**src/hw/rv_isa_pkg.sv**
```systemverilog
`default_nettype none

package rv_isa_pkg;

    localparam int xlen     = 64;   // one machine word
    localparam int alu_op_w = 5;

    typedef enum logic [alu_op_w-1:0] {
        op_add,
        op_sub,
        op_and,
        op_or,
        op_xor,
        op_sll,
        op_srl,
        op_sra,
        op_slt,
        op_sltu,
        op_mul,
        op_beq,
        op_bne,
        op_blt,
        op_bge,
        op_bltu,
        op_bgeu,
        op_divu,
        op_remu,
        op_div,
        op_rem
    } alu_op_e;

    // operations handled by the iterative divider
    function automatic logic is_div_op(alu_op_e op);
        return (op == op_divu) || (op == op_remu) || (op == op_div) || (op == op_rem);
    endfunction

    function automatic logic is_rem_op(alu_op_e op);
        return (op == op_remu) || (op == op_rem);
    endfunction

    function automatic logic is_signed_div(alu_op_e op);
        return (op == op_div) || (op == op_rem);
    endfunction

endpackage

`default_nettype wire

```
**src/hw/exu_cfg_pkg.sv**
```systemverilog
`default_nettype none

package exu_cfg_pkg;

    import rv_isa_pkg::*;

    localparam int issue_depth = 4;   // also the upstream credit count
    localparam int res_depth   = 4;
    localparam int out_credits = 2;
    localparam int tag_w       = 4;

    typedef struct packed {
        alu_op_e          op;
        logic             word;   // low 32 bits, sign-extended result
        logic [xlen-1:0]  src1;
        logic [xlen-1:0]  src2;
        logic [tag_w-1:0] tag;
    } op_entry_t;

    typedef struct packed {
        logic [xlen-1:0]  result;
        logic             cond;   // branch outcome
        logic [tag_w-1:0] tag;
    } res_entry_t;

endpackage

`default_nettype wire

```
**src/hw/div_unit.sv**
```systemverilog
`timescale 1ns/1ps
`default_nettype none

module div_unit
    import rv_isa_pkg::*;
    import exu_cfg_pkg::*;
(
    input  wire                   clk,
    input  wire                   rst_n,
    input  wire                   div_start,
    input  wire alu_op_e          iss_op,
    input  wire                   iss_word,
    input  wire [xlen-1:0]        iss_src1,
    input  wire [xlen-1:0]        iss_src2,
    input  wire [tag_w-1:0]       iss_tag,
    output logic                  div_busy,
    output logic                  div_done,
    output res_entry_t            div_res
);

    logic [6:0]       step_cnt;   // 0 prep, 1..64 steps, 65 finish
    logic [xlen-1:0]  a_q, b_q, quot_q, rem_q, dvs_q;
    logic             sgn_q, rem_op_q, word_q;
    logic [tag_w-1:0] tag_q;
    logic [xlen-1:0]  a_ext, b_ext, mag_a, mag_b, min_neg;
    logic [xlen-1:0]  q_fix, r_fix, res_fix;
    logic [xlen:0]    rem_sh, diff;
    logic             neg_a, neg_b, by_zero, ovf;

    always_comb begin
        a_ext = iss_src1;
        b_ext = iss_src2;
        if (iss_word) begin
            a_ext = {{32{is_signed_div(iss_op) & iss_src1[31]}}, iss_src1[31:0]};
            b_ext = {{32{is_signed_div(iss_op) & iss_src2[31]}}, iss_src2[31:0]};
        end
        neg_a   = sgn_q && a_q[xlen-1];
        neg_b   = sgn_q && b_q[xlen-1];
        mag_a   = neg_a ? -a_q : a_q;
        mag_b   = neg_b ? -b_q : b_q;
        rem_sh  = {rem_q, quot_q[xlen-1]};
        diff    = rem_sh - {1'b0, dvs_q};
        min_neg = word_q ? {{(xlen-31){1'b1}}, 31'b0} : {1'b1, {(xlen-1){1'b0}}};
        by_zero = (b_q == '0);
        ovf     = sgn_q && (a_q == min_neg) && (b_q == '1);
        q_fix   = (neg_a ^ neg_b) ? -quot_q : quot_q;
        r_fix   = neg_a ? -rem_q : rem_q;
        if (by_zero) begin
            q_fix = '1;
            r_fix = a_q;
        end else if (ovf) begin
            q_fix = a_q;
            r_fix = '0;
        end
        res_fix = rem_op_q ? r_fix : q_fix;
        if (word_q) begin
            res_fix = {{32{res_fix[31]}}, res_fix[31:0]};
        end
    end

    always_ff @(posedge clk) begin
        if (!rst_n) begin
            div_busy <= 1'b0;
            div_done <= 1'b0;
            step_cnt <= '0;
        end else begin
            div_done <= 1'b0;
            if (div_start) begin
                div_busy <= 1'b1;
                step_cnt <= '0;
            end else if (div_busy) begin
                step_cnt <= step_cnt + 1'b1;
                if (step_cnt == 7'd65) begin
                    div_busy <= 1'b0;
                    div_done <= 1'b1;
                end
            end
        end
    end

    always_ff @(posedge clk) begin
        if (div_start) begin
            a_q      <= a_ext;
            b_q      <= b_ext;
            sgn_q    <= is_signed_div(iss_op);
            rem_op_q <= is_rem_op(iss_op);
            word_q   <= iss_word;
            tag_q    <= iss_tag;
        end else if (div_busy) begin
            if (step_cnt == 7'd0) begin
                quot_q <= mag_a;   // dividend shifts out as quotient shifts in
                dvs_q  <= mag_b;
                rem_q  <= '0;
            end else if (step_cnt <= 7'd64) begin
                rem_q  <= diff[xlen] ? rem_sh[xlen-1:0] : diff[xlen-1:0];
                quot_q <= {quot_q[xlen-2:0], !diff[xlen]};
            end else begin
                div_res <= '{result: res_fix, cond: 1'b0, tag: tag_q};
            end
        end
    end

    a_start_idle: assert property (@(posedge clk) disable iff (!rst_n)
        div_start |-> !div_busy)
        else $error("div_unit: start while busy");
    a_start_op: assert property (@(posedge clk) disable iff (!rst_n)
        div_start |-> is_div_op(iss_op))
        else $error("div_unit: non-divide operation dispatched");

endmodule

`default_nettype wire

```
**config.mk**
```make
export PLATFORM = sky130hd
export DESIGN_NAME = div_unit
export DESIGN_NICKNAME = d
export VERILOG_FILES = /design/src/hw/rv_isa_pkg.sv /design/src/hw/exu_cfg_pkg.sv /design/src/hw/div_unit.sv
export SDC_FILE = /design/constraint.sdc
export NUM_CORES = 1
export LEC_CHECK = 0
export BUFFER_PORTS_ARGS = -buffer_cell sky130_fd_sc_hd__buf_2
export CAP_MARGIN = 25
export CELL_PAD_IN_SITES_DETAIL_PLACEMENT = 0
export CELL_PAD_IN_SITES_GLOBAL_PLACEMENT = 2
export CORE_MARGIN = 2
export CORE_UTILIZATION = 42
export CTS_CLUSTER_DIAMETER = 30
export DETAILED_ROUTE_END_ITERATION = 10
export HOLD_SLACK_MARGIN = 0.08
export PLACE_DENSITY_LB_ADDON = 0.1
export SYNTH_ARGS = -nofsm -noshare
export SYNTH_HDL_FRONTEND = slang
export SYNTH_SLANG_ARGS = --single-unit
```
**constraint.sdc**
```tcl
create_clock -name clk -period 15.1 [get_ports clk]
set_clock_uncertainty 0.05 [all_clocks]
set_input_delay 3.02 -clock clk [delete_from_list [all_inputs] [get_ports clk]]
set_output_delay 3.02 -clock clk [all_outputs]
set_load 0.05 [all_outputs]
```
# Yosys cells after proc, flatten, opt, wreduce, memory -nomap -nowiden
# Cells that the tools add are included.
dict set report classes {
  addsub 6
  n_lt_le_gt_ge 1
  n_eq_ne 6
  mux 21
  bitwise_logic 8
  reduce_logical 15
}
# cell n
set op_table {}
lappend op_table {{$mux 64} 16}
lappend op_table {{$neg 64->64} 4}
lappend op_table {{$sub 65x64->65} 1}
lappend op_table {{$eq 64x64->1} 1}
lappend op_table {{$eq 64x64->1 const B} 1}
lappend op_table {{$logic_not 64->1} 1}
lappend op_table {{$mux 63} 1}
lappend op_table {{$eq 5x5->1 const B} 3}
lappend op_table {{$add 7x1->7 const B} 1}
lappend op_table {{$eq 7x7->1 const B} 1}
lappend op_table {{$le 7x7->1 const B} 1}
lappend op_table {{$logic_not 7->1} 1}
lappend op_table {{$reduce_and 3->1} 2}
lappend op_table {{$not 1->1} 5}
lappend op_table {{$logic_and 1x1->1} 4}
lappend op_table {{$mux 1} 4}
lappend op_table {{$reduce_and 4->1} 1}
lappend op_table {{$reduce_or 3->1} 1}
lappend op_table {{$and 1x1->1} 2}
lappend op_table {{$logic_or 1x1->1} 2}
lappend op_table {{$reduce_bool 2->1} 1}
lappend op_table {{$reduce_or 2->1} 1}
lappend op_table {{$logic_not 1->1} 1}
lappend op_table {{$xor 1x1->1} 1}
dict set report word_totals {
  ff_bits 404
  out_inout_bits 71
  elab_cells 71
}

# Longest topological paths before layout
dict set report logic_depth {
  depth_word 8
  mapped_depth 16
  depth_no_buf 14
}

# Worst setup path before layout
# No wires, ideal clock.
dict set report synth_path {
  path_kind {input port to flip-flop}
  start {in div_start}
  end {reg quot_q[0] (enable)}
  setup_ps 657
  t_arrival_ps 9390
  required_ps 14393
  path_slack_ps 5002
  cell_stages 2
  n_path_buf 0
  cell_sequence {nand2b_1 a21oi_1}
}
dict set report synth_between {
  elab_chain_cells 2
}
# item line
set synth_lines {}
lappend synth_lines {{start: declaration} div_unit.sv:10} ;# input wire div_start,
lappend synth_lines {{$not 1->1 (no line)} -}
lappend synth_lines {{$reduce_and 3->1 (no line)} -}
lappend synth_lines {{end signal: assignment} div_unit.sv:91} ;# quot_q <= mag_a;
lappend synth_lines {{end signal: assignment} div_unit.sv:96} ;# quot_q <= {quot_q[xlen-2:0], !diff[xlen]};
lappend synth_lines {{end: declaration} div_unit.sv:22} ;# logic [xlen-1:0] a_q, b_q, quot_q, rem_q, dvs_q;
# Every way passes these cells.
# A chain may end at the register's enable or synchronous reset.

# Final worst setup path
dict set report layout_path {
  start {reg b_q[39]}
  end {reg div_res[37] in the netlist's numbering, data pin}
}
dict set report layout_between {
  elab_chain_cells 6
  word_cells_on_any_way 9
  classes_between {eq/ne: 1; mux: 6; reduce/logical: 2}
}
# item line
set layout_lines {}
lappend layout_lines {{start: declaration} div_unit.sv:22}
lappend layout_lines {{start signal: assignment} div_unit.sv:84} ;# b_q <= b_ext;
lappend layout_lines {{$eq 64x64->1} div_unit.sv:45} ;# ovf = sgn_q && (a_q == min_neg) && (b_q == '1);
lappend layout_lines {{$logic_and 1x1->1} div_unit.sv:45}
lappend layout_lines {{$mux 64} div_unit.sv:51} ;# end else if (ovf) begin
lappend layout_lines {{$mux 64} div_unit.sv:48} ;# if (by_zero) begin
lappend layout_lines {{$mux 64 (*)} div_unit.sv:55} ;# res_fix = rem_op_q ? r_fix : q_fix;
lappend layout_lines {{$mux 64 (*)} div_unit.sv:56} ;# if (word_q) begin
lappend layout_lines {{net res_fix[32]} div_unit.sv:26} ;# logic [xlen-1:0] q_fix, r_fix, res_fix;
lappend layout_lines {{end signal: assignment} div_unit.sv:98} ;# div_res <= '{result: res_fix, cond: 1'b0, tag: tag_q};
lappend layout_lines {{end: declaration} div_unit.sv:18} ;# output res_entry_t div_res
# The timed path passes the listed nets; every way through them passes the cells marked *.

==> results_dict.tcl <==
set metrics [dict create \
    outcome "finished, final reports clean" \
    synth_top_family_by_area "compound AO/OA/AOI/OAI gates" \
    worst-slew-pin-transition_ns 1.04 \
    arrival_ns 6.25 \
    p_leak_uw 0.0119 \
    initial_utilization 0.426 \
    worstSetupPathType "reg -> reg" \
    vias_per_cell 5.59 \
    ys_seq_elements 404 \
    synthXorXnorAreaFrac 0.103 \
    pin_count 212 \
    grt_pass1_vias 21100 \
    htree_levels 3 \
    first_pass_iters 7 \
    total_power_uw 4120 \
    synth_edf_count 395 \
    cts_sinks 404 \
    holdPathStages 0 \
    fill_cells 5829 \
    clockRootBuffer "clkbuf_16" \
    yosys.area.top_type "edfxtp_1" \
    cts_made_buffers 102 \
    synthMuxAreaShare 0.0225 \
    synth_area_leaders "edfxtp_1 (45%), xnor2_1 (5.4%), xor2_1 (4.9%)" \
    synth_common_cells "edfxtp_1 (395), nand2_1 (264), o21ai_0 (252), nor2_1 (224), a21oi_1 (205)" \
    die_x_um 254 \
    synth_top_area_frac 0.452 \
    finalSetupTns_ns 0 \
    drive_above_1_share 0.158 \
    track_usage 0.258 \
    die-area_sq_mm 0.0645 \
    r2r_cells 12 \
    synth_compound_area_frac 0.168 \
    yosysMostFrequentCell "edfxtp_1" \
    max_stage_delay_ns 0.72 \
    yosysWarnings 0 \
    grt_max_degree 103 \
    clk_latency_ns 0.66 \
    rows 91 \
    startpoint_type "register" \
    clk_path_buf_depth 3 \
    required_ns 15.40 \
    r2r_start "b_q[39]" \
    post_synth_and_or_nand_nor_area_fraction 0.165 \
    endpoint_kind "register" \
    synth_area_sq_mm 0.0263 \
    cts_tree "yes" \
    synth.distinct_cells 84 \
    grt_pass1_wl_um 127000 \
    path_cells "nor4_1 > nand2_1 > nor4_1 > nand4b_1 > or4_1 > buf_4 > and2_4 > nand2_1 > nor2_1 > a211o_4 > nand2_4 > o21ai_0" \
    wire_per_inst_um 21.6 \
    maxCapViolCount 0 \
    drv_slew 0 \
    post-route-drc-count 0 \
    p_per_area_mw_per_mm2 131 \
    instances_no_fill 3880 \
    ys_seq_area_frac 0.459 \
    cts_resized 0 \
    antenna_found_initial 1 \
    setup_viol 0 \
    syn_to_final_growth_pct 19.9 \
    synth_fp_nets 2984 \
    peakVddDrop_mv 0.0961 \
    regArea_sq_mm 0.0120 \
    maxSlewHeadroom 0.298 \
    dp_cells 3690 \
    ys_async_sr_fraction 0 \
    min_period_over_period 0.394 \
    overflow 0 \
    dpl.hpwl_um 62100 \
    r2r_slack_ns 9.15 \
    cts_setup_buffers 0 \
    multi_input_area_sq_mm 0.0130 \
    syn_inst 2770 \
    rsz0062_at_grt "false" \
    r2r-end "div_res[37]" \
    ant_nets 0 \
    vias 21700 \
    fmax_mhz 168 \
    diodes 0 \
    hold_class "reg -> reg" \
    postLayoutCellArea_sq_mm 0.0315 \
    ys.flop_type "edfxtp_1" \
    hold_path_end "div_res[2]" \
    die_h_um 254 \
    cp_slowest_cell "nor4_1" \
    placed_area_sq_mm 0.0280 \
    hold_viol_final 0 \
    syn_avg_cell_area_sq_um 9.48 \
    final_core_util 0.510 \
    path_clk_slew_ns 0.05 \
    core-area_sq_mm 0.0617 \
    crit_path_max_fanout 48 \
    nNetsFinal 3171 \
    gp_congestion 0.933 \
    drt_wl_total_um 83700 \
    period_needed_ns 5.95 \
    synth_fa_ha_area_frac 0.0351 \
    cts_hold_buf 0 \
    hp-start "tag_q[2]" \
    drt-initial-drc-count 1846 \
    port_buffers 210 \
]
==> layer usage <==
metal  GRT usage  vias up  part of all wire
met5           0        -                 0
met4      0.0844        0             0.029
met3      0.0414      134             0.057
met2       0.402      694              0.45
met1       0.366    10300              0.46
li1            -    10500                 -
==> through the flow <==
step                hold WS [ns]  worst slack (ns)
floorplan                  0.350              5.00
global placement           0.353              9.22
detailed placement         0.355              9.07
CTS                        0.365              9.10
global route               0.370              8.73
finish                     0.363              9.15
==> kinds of logic after synthesis <==
logic type,after synthesis
compound gates,721
flops,404
simple gates,882
other cells,1
fa+ha+maj,73
xor+xnor,309
mux,59
buf+inv,321
==> power breakdown <==
group	internal [uW]	leakage, uW	switching, uW	total (uW)
registers	1320	0.00379	87.6	1410
logic	215	0.00643	321	536
clock network	1460	0.00167	711	2170
==> worst max path at each step <==
stage               slack, ns     endpoint  startpoint  depth (start not counted)
finish                   9.15  div_res[37]     b_q[39]                         12
global route             8.73  div_res[37]     b_q[38]                         12
CTS                      9.10  div_res[37]     b_q[38]                         12
detailed placement       9.07  div_res[37]     b_q[38]                         12
global placement         9.22  div_res[68]     b_q[39]                         12
floorplan                5.00    quot_q[0]   div_start                          2
==> flip-flops by register name (all words and copies together), names as in the netlist <==
signal	cells
rem_op_q	1
dvs_q	64
div_res	68
b_q	64
div_busy	1
tag_q	4
rem_q	64
step_cnt	7
word_q	1
a_q	64
quot_q	64
sgn_q	1
div_done	1
==> cell usage in the layout (no fill, tap or decap), types with 41 or more instances in the layout <==
master,count
o21ai_0,252
o31ai_1,41
nor3_1,67
inv_1,170
a21oi_1,204
mux2i_1,58
nor2_1,221
xnor2_1,163
ha_1,72
xor2_1,146
clkbuf_16,102
nand2_1,262
nand4_1,59
nand3_1,52
or3_1,46
edfxtp_1,395
buf_2,209
==> cell type report <==
type                       instances  area share
clock inverter                    82      0.0296
tap                              837      0.0333
multi-input combinational       2045       0.413
clock buffer                     108      0.0818
timing repair buffer             234      0.0393
inverter                         170      0.0203
sequential                       404       0.382
==> worst max-delay path, delay by kind of cell, from the launching register on <==
family / cells / cell delay, ns
simple gates: 9 / 4.27
compound gates: 2 / 0.50
flops: 1 / 0.49
buf+inv: 1 / 0.29
Note: power is estimated with default switching activity, not from simulation.
