## config.mk

```make
export PLATFORM = sky130hd
export DESIGN_NAME = exu_writeback
export DESIGN_NICKNAME = d
export VERILOG_FILES = /design/src/hw/rv_isa_pkg.sv /design/src/hw/exu_cfg_pkg.sv /design/src/hw/credit_fifo.sv /design/src/hw/exu_writeback.sv
export SDC_FILE = /design/constraint.sdc
export NUM_CORES = 1
export LEC_CHECK = 0
export BUFFER_PORTS_ARGS = -buffer_cell sky130_fd_sc_hd__buf_2
export CAP_MARGIN = 25
export CELL_PAD_IN_SITES_DETAIL_PLACEMENT = 0
export CELL_PAD_IN_SITES_GLOBAL_PLACEMENT = 1
export CORE_MARGIN = 3
export CORE_UTILIZATION = 30
export DETAILED_ROUTE_END_ITERATION = 6
export HOLD_SLACK_MARGIN = 0.15
export PLACE_DENSITY = 0.53
export SLEW_MARGIN = 20
export SYNTH_ARGS = -nofsm -noshare
export SYNTH_HDL_FRONTEND = slang
export SYNTH_SLANG_ARGS = --single-unit
export TNS_END_PERCENT = 10
```

## constraint.sdc

```tcl
create_clock -name clk -period 4.24 [get_ports clk]
set_input_delay 0.212 -clock clk [delete_from_list [all_inputs] [get_ports clk]]
set_output_delay 0.212 -clock clk [all_outputs]
set_load 0.005 [all_outputs]
```

## src/hw/rv_isa_pkg.sv

```systemverilog
`default_nettype none

package rv_isa_pkg;

    localparam int xlen     = 64;   // one machine word
    localparam int alu_op_w = 5;

    typedef enum logic [alu_op_w-1:0] {
        op_add,
        op_sub,
        op_and,
        op_or,
        op_xor,
        op_sll,
        op_srl,
        op_sra,
        op_slt,
        op_sltu,
        op_mul,
        op_beq,
        op_bne,
        op_blt,
        op_bge,
        op_bltu,
        op_bgeu,
        op_divu,
        op_remu,
        op_div,
        op_rem
    } alu_op_e;

    // operations handled by the iterative divider
    function automatic logic is_div_op(alu_op_e op);
        return (op == op_divu) || (op == op_remu) || (op == op_div) || (op == op_rem);
    endfunction

    function automatic logic is_rem_op(alu_op_e op);
        return (op == op_remu) || (op == op_rem);
    endfunction

    function automatic logic is_signed_div(alu_op_e op);
        return (op == op_div) || (op == op_rem);
    endfunction

endpackage

`default_nettype wire

```

## src/hw/exu_cfg_pkg.sv

```systemverilog
`default_nettype none

package exu_cfg_pkg;

    import rv_isa_pkg::*;

    localparam int issue_depth = 4;   // also the upstream credit count
    localparam int res_depth   = 4;
    localparam int out_credits = 2;
    localparam int tag_w       = 4;

    typedef struct packed {
        alu_op_e          op;
        logic             word;   // low 32 bits, sign-extended result
        logic [xlen-1:0]  src1;
        logic [xlen-1:0]  src2;
        logic [tag_w-1:0] tag;
    } op_entry_t;

    typedef struct packed {
        logic [xlen-1:0]  result;
        logic             cond;   // branch outcome
        logic [tag_w-1:0] tag;
    } res_entry_t;

endpackage

`default_nettype wire

```

## src/hw/credit_fifo.sv

```systemverilog
`timescale 1ns/1ps
`default_nettype none

module credit_fifo #(
    parameter type payload_t = logic,
    parameter int  depth     = 4
) (
    input  wire                             clk,
    input  wire                             rst_n,
    input  wire                             push,
    input  wire payload_t                   push_data,
    input  wire                             pop,
    output payload_t                        pop_data,
    output logic                            empty,
    output logic                            full,
    output logic [$clog2(depth+1)-1:0]      count
);

    localparam int aw = (depth > 1) ? $clog2(depth) : 1;

    payload_t mem [depth];
    logic [aw-1:0] wr_ptr;
    logic [aw-1:0] rd_ptr;

    function automatic logic [aw-1:0] ptr_next(logic [aw-1:0] ptr);
        return (ptr == aw'(depth - 1)) ? '0 : ptr + 1'b1;
    endfunction

    assign empty    = (count == '0);
    assign full     = (count == ($clog2(depth+1))'(depth));
    assign pop_data = mem[rd_ptr];   // head visible without read delay

    always_ff @(posedge clk) begin
        if (!rst_n) begin
            wr_ptr <= '0;
            rd_ptr <= '0;
            count  <= '0;
        end else begin
            if (push) begin
                wr_ptr <= ptr_next(wr_ptr);
            end
            if (pop) begin
                rd_ptr <= ptr_next(rd_ptr);
            end
            if (push && !pop) begin
                count <= count + 1'b1;
            end else if (pop && !push) begin
                count <= count - 1'b1;
            end
        end
    end

    always_ff @(posedge clk) begin
        if (push) begin
            mem[wr_ptr] <= push_data;
        end
    end

    a_no_overflow: assert property (@(posedge clk) disable iff (!rst_n) !(push && full))
        else $error("credit_fifo: push while full");
    a_no_underflow: assert property (@(posedge clk) disable iff (!rst_n) !(pop && empty))
        else $error("credit_fifo: pop while empty");

endmodule

`default_nettype wire

```

## src/hw/exu_writeback.sv

```systemverilog
`timescale 1ns/1ps
`default_nettype none

module exu_writeback
    import rv_isa_pkg::*;
    import exu_cfg_pkg::*;
(
    input  wire                   clk,
    input  wire                   rst_n,
    input  wire                   alu_valid,
    input  wire res_entry_t       alu_res,
    input  wire                   div_done,
    input  wire res_entry_t       div_res,
    input  wire                   out_credit,
    output logic                  wb_ready,
    output logic                  out_valid,
    output logic [xlen-1:0]       out_result,
    output logic                  out_cond,
    output logic [tag_w-1:0]      out_tag
);

    localparam int cw = $clog2(out_credits + 1);

    res_entry_t                       push_data;
    res_entry_t                       head;
    logic                             push;
    logic                             empty;
    logic [$clog2(res_depth+1)-1:0]   res_count;
    logic [cw-1:0]                    credits;

    assign push      = alu_valid || div_done;
    assign push_data = alu_valid ? alu_res : div_res;

    credit_fifo #(
        .payload_t (res_entry_t),
        .depth     (res_depth)
    ) res_q (
        .clk       (clk),
        .rst_n     (rst_n),
        .push      (push),
        .push_data (push_data),
        .pop       (out_valid),
        .pop_data  (head),
        .empty     (empty),
        .full      (),
        .count     (res_count)
    );

    // two slots free beyond the result being written now
    assign wb_ready = (res_depth - int'(res_count) - int'(push)) >= 2;

    assign out_valid  = !empty && (credits != '0);
    assign out_result = head.result;
    assign out_cond   = head.cond;
    assign out_tag    = head.tag;

    always_ff @(posedge clk) begin
        if (!rst_n) begin
            credits <= cw'(out_credits);
        end else if (out_valid && !out_credit) begin
            credits <= credits - 1'b1;
        end else if (out_credit && !out_valid) begin
            credits <= credits + 1'b1;
        end
    end

    a_one_source: assert property (@(posedge clk) disable iff (!rst_n)
        !(alu_valid && div_done))
        else $error("exu_writeback: ALU and divider results collide");
    a_credit_max: assert property (@(posedge clk) disable iff (!rst_n)
        credits <= cw'(out_credits))
        else $error("exu_writeback: more credits returned than issued");

endmodule

`default_nettype wire

```

== Word level (Yosys, flattened, before mapping) ==
Memories as Yosys holds them, arrays and structs flattened. A register that Yosys moved wholly into a read port is not among the register bits.
Cells that the tools add are included.

* Logic and storage cells: 41
* Input bits: 143
* Memories: 1
* Register bits after elaboration: 9
* RAM bits: 276

* Eq/ne operators: 2
* Add/subtract/negate cells: 8
* Reductions and logical operators: 14
* Mux-type cells: 11
* $lt $le $gt $ge: 1

{| class="wikitable"
|+ Memory list
! name !! words !! width !! rd ports !! clocked after memory_dff !! wr ports !! line !! source
|-
| res_q.mem || 4 || 69 || 1 || 1 || 1 || credit_fifo.sv:21 || <nowiki>payload_t mem [depth];</nowiki>
|}

{| class="wikitable"
|+ Operator list
! cell !! count
|-
| $mux 69 || 1
|-
| $mux 2 || 6
|-
| $add 2x1->2 const B || 3
|-
| $mux 3 || 2
|-
| $reduce_bool 2->1 || 3
|-
| $ge 5x3->1 const B || 1
|-
| $logic_and 1x1->1 || 5
|-
| $sub 4x2->5 || 1
|-
| $eq 2x2->1 const B || 2
|-
| $logic_not 1->1 || 4
|-
| $sub 3x3->4 const A || 1
|-
| $add 3x1->3 const B || 1
|-
| $logic_not 3->1 || 1
|-
| $sub 3x1->3 const B || 1
|-
| $mux 1 || 2
|-
| $sub 2x1->2 const B || 1
|-
| $logic_or 1x1->1 || 1
|}

== Longest topological paths before layout ==
Gate-level depths: netlist (run 1).

* Depth after elaboration: 7
* Gate-level depth with buffers: 10
* Depth with buffers taken out: 10

== Modules after synthesis ==
Synthesis (run 1) repeated with hierarchy kept, for this count alone.

* Cells, all modules: 507
* Area, all modules: 11,484.8 um^2

{| class="wikitable"
|+ Modules (own cells, without submodules)
! module !! cells an instance !! seq. area each (um^2) !! instances !! area each (um^2)
|-
| credit_fifo || 405 || 8,468.1 || 1 || 10,423.7
|-
| exu_writeback || 102 || 40.0 || 1 || 1,061.0
|}

== Worst setup path before layout (run 1) ==
OpenSTA, ideal clock, no wires.

* Path kind: register to register
* From: register res_q.wr_ptr[0]
* To: memory res_q.mem[3][0] (netlist bit), enable pin
* Cell stages (with the launch flop): 3
* Period minus slack after synthesis: 4.119 ns
* Path buffers: 0
* Setup slack: 0.121 ns
* Arrival time: 3.614 ns
* Cells stage by stage: dfxtp_1 > ha_1 > nor2b_1

{| class="wikitable"
|+ RTL lines
! item !! line !! source
|-
| start: declaration || credit_fifo.sv:22 || <nowiki>logic [aw-1:0] wr_ptr;</nowiki>
|-
| start signal: assignment || credit_fifo.sv:40 || <nowiki>wr_ptr <= ptr_next(wr_ptr);</nowiki>
|-
| end: declaration || credit_fifo.sv:21 ||
|}

No word-level cell before the write port.

== Final worst setup path (run 1) ==
* From: input port div_done
* To: output port wb_ready

* Cells in the longest elaborated chain, start to end: 3

{| class="wikitable"
|+ Ends and longest elaborated chain
! item !! line !! source
|-
| start: declaration || exu_writeback.sv:12 || <nowiki>input wire div_done,</nowiki>
|-
| $logic_or 1x1->1 || exu_writeback.sv:31 || <nowiki>assign push = alu_valid || div_done;</nowiki>
|-
| via push || exu_writeback.sv:26 || <nowiki>logic push;</nowiki>
|-
| $sub 4x2->5 || exu_writeback.sv:50 || <nowiki>assign wb_ready = (res_depth - int'(res_count) - int'(push)) >= 2;</nowiki>
|-
| $ge 5x3->1 || exu_writeback.sv:50 ||
|-
| end: declaration || exu_writeback.sv:15 || <nowiki>output logic wb_ready,</nowiki>
|}

The timed path passes the listed nets, and every way through them passes these cells.

==> results of run 1 <==
[sequential cells by signal (all words and copies together) (netlist names), named ones only]
| register | count |
|---|---|
| credits | 2 |
| res_q.mem | 276 |
| res_q.wr_ptr | 2 |
| res_q.rd_ptr | 2 |
| res_q.count | 3 |
[through the flow]
step | hold WS, ns | cell area [um2] | cells | power, mW | util [%]
floorplan | 0.284 | 11400 | 506 | 4.84 | -
finish | 0.205 | 15500 | 1399 | 8.36 | 41.9
global route | 0.209 | 15500 | 1399 | 8.82 | 41.9
detailed placement | 0.490 | 13100 | 1207 | 5.66 | 35.3
CTS | 0.180 | 15500 | 1399 | 8.55 | 41.9
global placement | 0.471 | 13100 | 1206 | 5.62 | 35.2
[power groups by stage]
stage | logic, mW | registers, mW | clock network [mW]
2_1_floorplan | 1.33 | 3.51 | 0
5_1_grt | 2.22 | 3.67 | 2.93
4_1_cts | 2.11 | 3.64 | 2.81
6_report | 2.03 | 3.62 | 2.71
3_3_place_gp | 1.88 | 3.74 | 0
3_5_place_dp | 1.97 | 3.69 | 0
[worst paths after layout]
kind	cells after the start	to	slack [ns]	from
hold / removal	3	res_q.wr_ptr[1]$_SDFFE_PN0N_	0.20	alu_valid
setup / recovery	9	wb_ready	1.13	div_done
hold reg to reg	2	res_q.wr_ptr[0]$_SDFFE_PN0N_	0.52	res_q.wr_ptr[0]$_SDFFE_PN0N_
setup reg to reg	9	credits[1]$_SDFFE_PN1P_	1.64	res_q.count[0]$_SDFFE_PN0P_
[metal layers]
layer / up-vias / wire length, um / track usage [%]
li1: 2849 / - / -
met1: 3152 / 10800 / 15.9
met2: 130 / 13200 / 22.3
met3: 33 / 1130 / 2.33
met4: 0 / 411 / 2.84
met5: - / 0 / 0
[final cells by class]
| type | count | share of cell area, % |
|---|---|---|
| Clock buffer | 35 | 5.09 |
| Clock inverter | 16 | 1.56 |
| Inverter | 10 | 0.242 |
| Multi-Input combinational cell | 185 | 17.7 |
| Sequential cell | 287 | 54.8 |
| Tap cell | 504 | 4.06 |
| Timing Repair Buffer | 362 | 16.6 |
[synthesized netlist by cell type]
cell	count	area, um2
a21boi_0	4	30.0
buf_2	11	55.1
o21ai_0	3	15.0
nor2b_1	6	37.5
nor2_1	1	3.75
nand3_1	1	5.00
mux2_2	69	777
inv_1	10	37.5
nand2_1	3	11.3
xor2_1	1	8.76
mux4_2	69	1550
buf_4	5	37.5
buf_12	2	40.0
a21oi_1	1	5.00
ha_1	11	138
fa_1	1	20.0
mux2i_1	2	20.0
a221oi_1	1	8.76
a21o_1	1	7.51
dfxtp_1	11	220
or3_1	4	25.0
xnor2_1	3	26.3
clkbuf_1	5	18.8
nand2b_1	1	6.26
o21bai_1	1	7.51
buf_6	1	11.3
and2_1	2	12.5
edfxtp_1	276	8290
[worst reg2reg max path, cell delays in order, from the launching register on]
cell           delay (ns)
dfxtp_1              0.40
inv_1                0.10
ha_1                 0.20
ha_1                 0.18
o21bai_1             0.26
inv_1                0.13
ha_1                 0.26
or3_1                0.35
nand3_1              0.09
dlygate4sd3_1        0.55
[cells by family after synthesis]
family / synth area share, %
adders and majority gates: 1.38
AOI/OAI and AO/OA: 0.646
DFF: 74.5
muxes: 20.6
xor gates and xnor gates: 0.307
buffers and inverters: 1.75
and+or+nand+nor: 0.887
==> run summary, run 1 <==
Critical path arrival - 2.90 ns
Worst hold-check path type - input port to register
Sequential power share - 43.3%
Port Buffers - 213
Die area - 0.0405 mm2
First-pass GRT wire length - 40000 um
Largest net degree at the start of global routing - 70
Tot GR Track Use - 12.5%
Clk_lat worst skew - 0.56 ns
Initial antenna violation count - 0
Actual slew at the worst max-slew pin - 0.914 ns
Post-DP HPWL - 15300 um
Fill cell count - 3282
Int Power - 6.22 mW
Reg area - 0.00852 mm2
Rows - 70
Synth Register Bits - 287
Multi-input logic area - 0.00275 mm2
Mean Syn Cell Area - 22.6 um2
Status - completed
Synth Net Count - 661
Via density - 4.41
Startpoint Class - input port
Net switching power figure - 2.14 mW
Fraction of layout cells with a size suffix above 1 - 45.5%
Fin. Hold Viols - 0
Worst slack, placed - 1.47 ns
Worst path cell trace - dlygate4sd3_1, buf_2, nor2_1, inv_1, ha_1, ha_1, a21o_1, a221oi_1, buf_2
Final worst-path cycle share - 73.4%
Setup TNS - 0 ns
Post-Syn Area - 0.0114 mm2
P_leak - 5.50 nW
Worst-path fanout max - 8
CP required - 4.03 ns
Clock transition at path regs - 0.06 ns
Unrepaired setup endpoints after global routing - no
TritonCTS clock tree - done
Clock share of power - 32.5%
Leading cell type in the layout, fill and taps excluded - edfxtp_1
Synthesis warning total - 0
Slowest-stage cell, CP - nor2_1
Most frequent cells in the layout - edfxtp_1 (276), buf_2 (212), dlygate4sd3_1 (141)
WS Path Type - input port to output pin
Clock sink total - 287
Final Slew Violations - 0
Headroom to the max-slew limit - 38.8%
PostCTS Resize Cnt - 0
Delay-heaviest family, CP - buffers and inverters
Starting Density - 30.8%
Max IR drop VDD - 0.314 mV
CTS hold repair buffers - 141
Core Box Area - 0.0370 mm2
Avg WL per Cell - 18.3 um
# DRC - 0
Synth unique cells - 28
I/O Pins - 214
Chip width - 201 um
Total grt overflow - 0
Biggest cell delay along the critical path - 0.69 ns
Final WS setup - 1.13 ns
Vias in the first global route - 6898
# diodes - 0
Max Fclk - 322 MHz
WP buf/inv - 4
Final setup vio count - 0
Area growth syn-to-layout - 36.0%
Comb pwr share - 24.3%
Iter 0 DRT Violations - 225
DR pass1 iterations - 4
Fin crit period - 3.11 ns
Max Cap Viol - 0
Crit end category - output pin
Seq/Total Area, Yosys - 74.5%
DIE HEIGHT - 201 um
Skew final - 0.0147 ns
Final ANT Viol Nets - 0
Detailed-route via count - 6164
Clk root buf - clkbuf_16
CTS Buf Count - 31
Switch share - 25.6%
H-tree Lvls - 1
Routed WL - 25600 um
Post-CTS Setup Inserts - 0
Placer Congestion - 0.681
Cell Pwr Density - 538 mW/mm2
Synthesized instance count - 506
Clock buffer depth - 3
Final nets - 1032
No activity file was read; power rests on OpenSTA's default activity.
==> run 2, diff against run 1 <==
ABC_AREA = 1   (was default)
PLACE_DENSITY = 0.57   (was 0.53)
clock period = 2.53 ns   (was 4.24 ns; I/O delays follow)
==> run summary, run 2 <==
P_leak - 6.25 nW (was 5.50 nW)
Chip width - 204 um (was 201 um)
Net switching power figure - 4.67 mW (was 2.14 mW)
Cell depth of the worst setup path - 8 (was 9)
Largest reg by FF count - res_q.mem (unchanged)
Seq/Total Area, Yosys - 72.5% (was 74.5%)
Clock buffer depth - 3 (unchanged)
Max Fclk - 427 MHz
First-pass GRT wire length - 46100 um (was 40000 um)
Fin. Hold Viols - 0 (unchanged)
Reg2Reg Depth - 11 (was 9)
Reg2reg setup slack - 0.22 ns (was 1.64 ns)
Crit path capture - res_q.mem[1][50]$_DFFE_PP_ (was wb_ready)
Skew final - 0.0146 ns (was 0.0147 ns)
Status - completed (unchanged)
Port Buffers - 213 (unchanged)
Worst path cell trace - dlygate4sd3_1, buf_2, buf_4, inv_2, buf_12, nand2_1, nand2_1, dlygate4sd3_1 (was dlygate4sd3_1, buf_2, nor2_1, inv_1, ha_1, ha_1, a21o_1, a221oi_1, buf_2)
Clk root buf - clkbuf_16 (unchanged)
Die area - 0.0415 mm2 (was 0.0405 mm2)
Final worst-path cycle share - 92.5%
CP required - 2.91 ns (was 4.03 ns)
Finished Layout Cells - 1868 (was 1399)
CP Launch Point - alu_valid (was div_done)
Switch share - 31.0% (was 25.6%)
Final Slew Violations - 0 (unchanged)
Final Instance Area - 0.0160 mm2 (was 0.0155 mm2)
Number of enable flip-flop cells after synthesis - 276 (unchanged)
Sequential power share - 38.8% (was 43.3%)
Fin crit period - 2.34 ns
Post-Syn Area - 0.0117 mm2 (was 0.0114 mm2)
Mean Syn Cell Area - 12.0 um2 (was 22.6 um2)
Crit end category - register (was output pin)
Post-DP HPWL - 17500 um (was 15300 um)
Worst-path fanout max - 42 (was 8)
Total power - 15.0 mW (was 8.36 mW)
Via density - 4.48 (was 4.41)
Clk_lat worst skew - 0.55 ns (was 0.56 ns)
Total grt overflow - 0 (unchanged)
Startpoint Class - input port (unchanged)
Fill cell count - 3616 (was 3282)
# placed instances - 1668 (was 1207)
DR pass1 iterations - 4 (unchanged)
Clock transition at path regs - 0.06 ns (about the same)
Synth unique cells - 26 (was 28)
Detailed-route via count - 8361 (was 6164)
FFs w/ async S/R, synth - 0% (unchanged)
Top post-synthesis cells by area - edfxtp_1 (71%), nand2_1 (6.8%), nor2_1 (4.8%), o21ai_0 (3.9%), o22ai_1 (3.7%) (was edfxtp_1 (73%), mux4_2 (14%), mux2_2 (6.8%), dfxtp_1 (1.9%), ha_1 (1.2%))
Most frequent cell after synthesis - edfxtp_1 (unchanged)
Comb pwr share - 30.5% (was 24.3%)
DIE HEIGHT - 204 um (was 201 um)
WP buf/inv - 6 (was 4)
H-tree Lvls - 1 (unchanged)
Area growth syn-to-layout - 36.1% (was 36.0%)
# diodes - 0 (unchanged)
WS Path Type - input port to register (was input port to output pin)
Headroom to the max-slew limit - 59.2% (was 38.8%)
Critical path arrival - 2.72 ns (was 2.90 ns)
Rows - 71 (was 70)
Most frequent cells in the layout - edfxtp_1 (276), nand2_1 (214), buf_2 (213) (was edfxtp_1 (276), buf_2 (212), dlygate4sd3_1 (141))
Leading cell type in the layout, fill and taps excluded - edfxtp_1 (unchanged)
RR Startpoint - res_q.count[0]$_SDFFE_PN0P_ (unchanged)
Int Power - 10.4 mW (was 6.22 mW)
Final setup vio count - 0 (unchanged)
Routed WL - 29900 um (was 25600 um)
Synth area leader - edfxtp_1 (unchanged)
Starting Density - 30.8% (about the same)
Biggest cell delay along the critical path - 0.67 ns (was 0.69 ns)
Vias in the first global route - 8368 (was 6898)
Synthesized instance count - 975 (was 506)
Setup TNS - 0 ns (unchanged)
Tot GR Track Use - 14.1% (was 12.5%)
Unrepaired setup endpoints after global routing - no (unchanged)
Fraction of layout cells with a size suffix above 1 - 22.3% (was 45.5%)
Clock sink total - 287 (unchanged)
Max reg flops - 276 (unchanged)
Synthesis warning total - 0 (unchanged)
Worst hold-check path type - register to register (was input port to register)
Max Cap Viol - 0 (unchanged)
Final Core Density - 41.9% (about the same)
Initial antenna violation count - 0 (unchanged)
Worst slack, placed - 0.375 ns (was 1.47 ns)
DP Area - 0.0135 mm2 (was 0.0131 mm2)
Final nets - 1488 (was 1032)
Final ANT Viol Nets - 0 (unchanged)
Max IR drop VDD - 0.832 mV (was 0.314 mV)
CTS Buf Count - 31 (unchanged)
Final Hold Slack - 0.462 ns (was 0.205 ns)
Post-synth top area share - 70.6% (was 72.5%)
R2r endpoint - credits[1]$_SDFFE_PN1P_ (unchanged)
Avg WL per Cell - 16.0 um (was 18.3 um)
Core Box Area - 0.0381 mm2 (was 0.0370 mm2)
Clock share of power - 30.6% (was 32.5%)
# DRC - 0 (unchanged)
I/O Pins - 214 (unchanged)
Cell Pwr Density - 941 mW/mm2 (was 538 mW/mm2)
Synth cell count leaders - edfxtp_1 (276), nand2_1 (214), nor2_1 (149), o21ai_0 (92), o22ai_1 (69) (was edfxtp_1 (276), mux2_2 (69), mux4_2 (69))
Ys flop type - edfxtp_1 (unchanged)
Largest net degree at the start of global routing - 139 (was 70)
Post-CTS Setup Inserts - 0 (unchanged)
Placer Congestion - 0.699 (was 0.681)
Delay-heaviest family, CP - buffers and inverters (unchanged)
Largest registers - res_q.mem: 276 flops, res_q.count: 3 flops (unchanged)
Iter 0 DRT Violations - 440 (was 225)
Slowest-stage cell, CP - dlygate4sd3_1 (was nor2_1)
TritonCTS clock tree - done (unchanged)
Final WS setup - 0.190 ns (was 1.13 ns)
Actual slew at the worst max-slew pin - 0.611 ns (was 0.914 ns)
Synth Register Bits - 287 (unchanged)
Synth Net Count - 1130 (was 661)
-- run 2: cell types whose count changed after synthesis, moves of 53 or more --
cell     delta
nor2_1    +148
o21ai_1    +53
nand2_1   +211
o21ai_0    +89
mux4_2     -69
o22ai_1    +69
mux2_2     -69
-- run 2: worst reg2reg max path: stages, from the launching register on --
cell	delay, ns
dfxtp_2	0.36
inv_1	0.08
ha_1	0.20
ha_1	0.17
o21bai_1	0.21
inv_2	0.12
ha_1	0.25
inv_1	0.08
nand3_1	0.07
nand2_1	0.05
nand3_1	0.05
dlygate4sd3_1	0.55
-- run 2: how the worst min path moves through the flow --
stage,slack [ns],to,cells after the start,startpoint
3_5_place_dp,0.42,credits[1]$_SDFFE_PN1P_,2,rst_n
5_1_grt,0.47,res_q.mem[1][7]$_DFFE_PP_,4,alu_res[7]
6_report,0.46,res_q.count[0]$_SDFFE_PN0P_,1,res_q.count[0]$_SDFFE_PN0P_
4_1_cts,0.43,res_q.mem[0][43]$_DFFE_PP_,4,alu_res[43]
2_1_floorplan,0.21,credits[1]$_SDFFE_PN1P_,1,rst_n
3_3_place_gp,0.42,credits[1]$_SDFFE_PN1P_,2,rst_n
-- run 2: per-layer routing --
layer | GRT usage [%] | up-vias | wire length, um
met1 | 18.5 | 3974 | 13300
met5 | 0 | - | 0
met3 | 1.92 | 38 | 1170
met2 | 25.1 | 154 | 14900
li1 | - | 4195 | -
met4 | 3.05 | 0 | 558
-- run 2: power by group through the flow --
stage | combinational (mW) | clock (mW) | sequential [mW]
global route | 5.19 | 4.94 | 5.87
finish | 4.59 | 4.60 | 5.84
CTS | 4.75 | 4.75 | 5.84
global placement | 4.49 | 0 | 5.93
detailed placement | 4.53 | 0 | 5.94
floorplan | 2.69 | 0 | 5.92
-- run 2: cell type report --
class	count	area, um2	area share, %
inverter	23	88.8	0.556
clock inverter	17	214	1.34
sequential	287	8510	53.3
clock buffer	40	850	5.32
timing repair buffer	384	2860	17.9
tap	511	639	4.00
multi-input combinational	606	2810	17.6
-- run 2: timing repair --
item | in CTS | in global routing
endpoints found under the setup margin | 0 | 2
hold buffers | 143 | 0
resized for setup | 0 | 3
endpoints found under the hold margin | 287 | 0
-- run 2: cell families (layout without fill, tap and decap cells) --
logic type | Yosys count | after routing | synth area share [%]
AND/OR/NAND/NOR | 371 | 371 | 12.0
flip-flops | 287 | 287 | 72.5
AO/OA/AOI/OAI | 223 | 223 | 10.3
buffers and inverters | 82 | 464 | 3.86
adder cells (fa/ha/maj) | 12 | 12 | 1.34
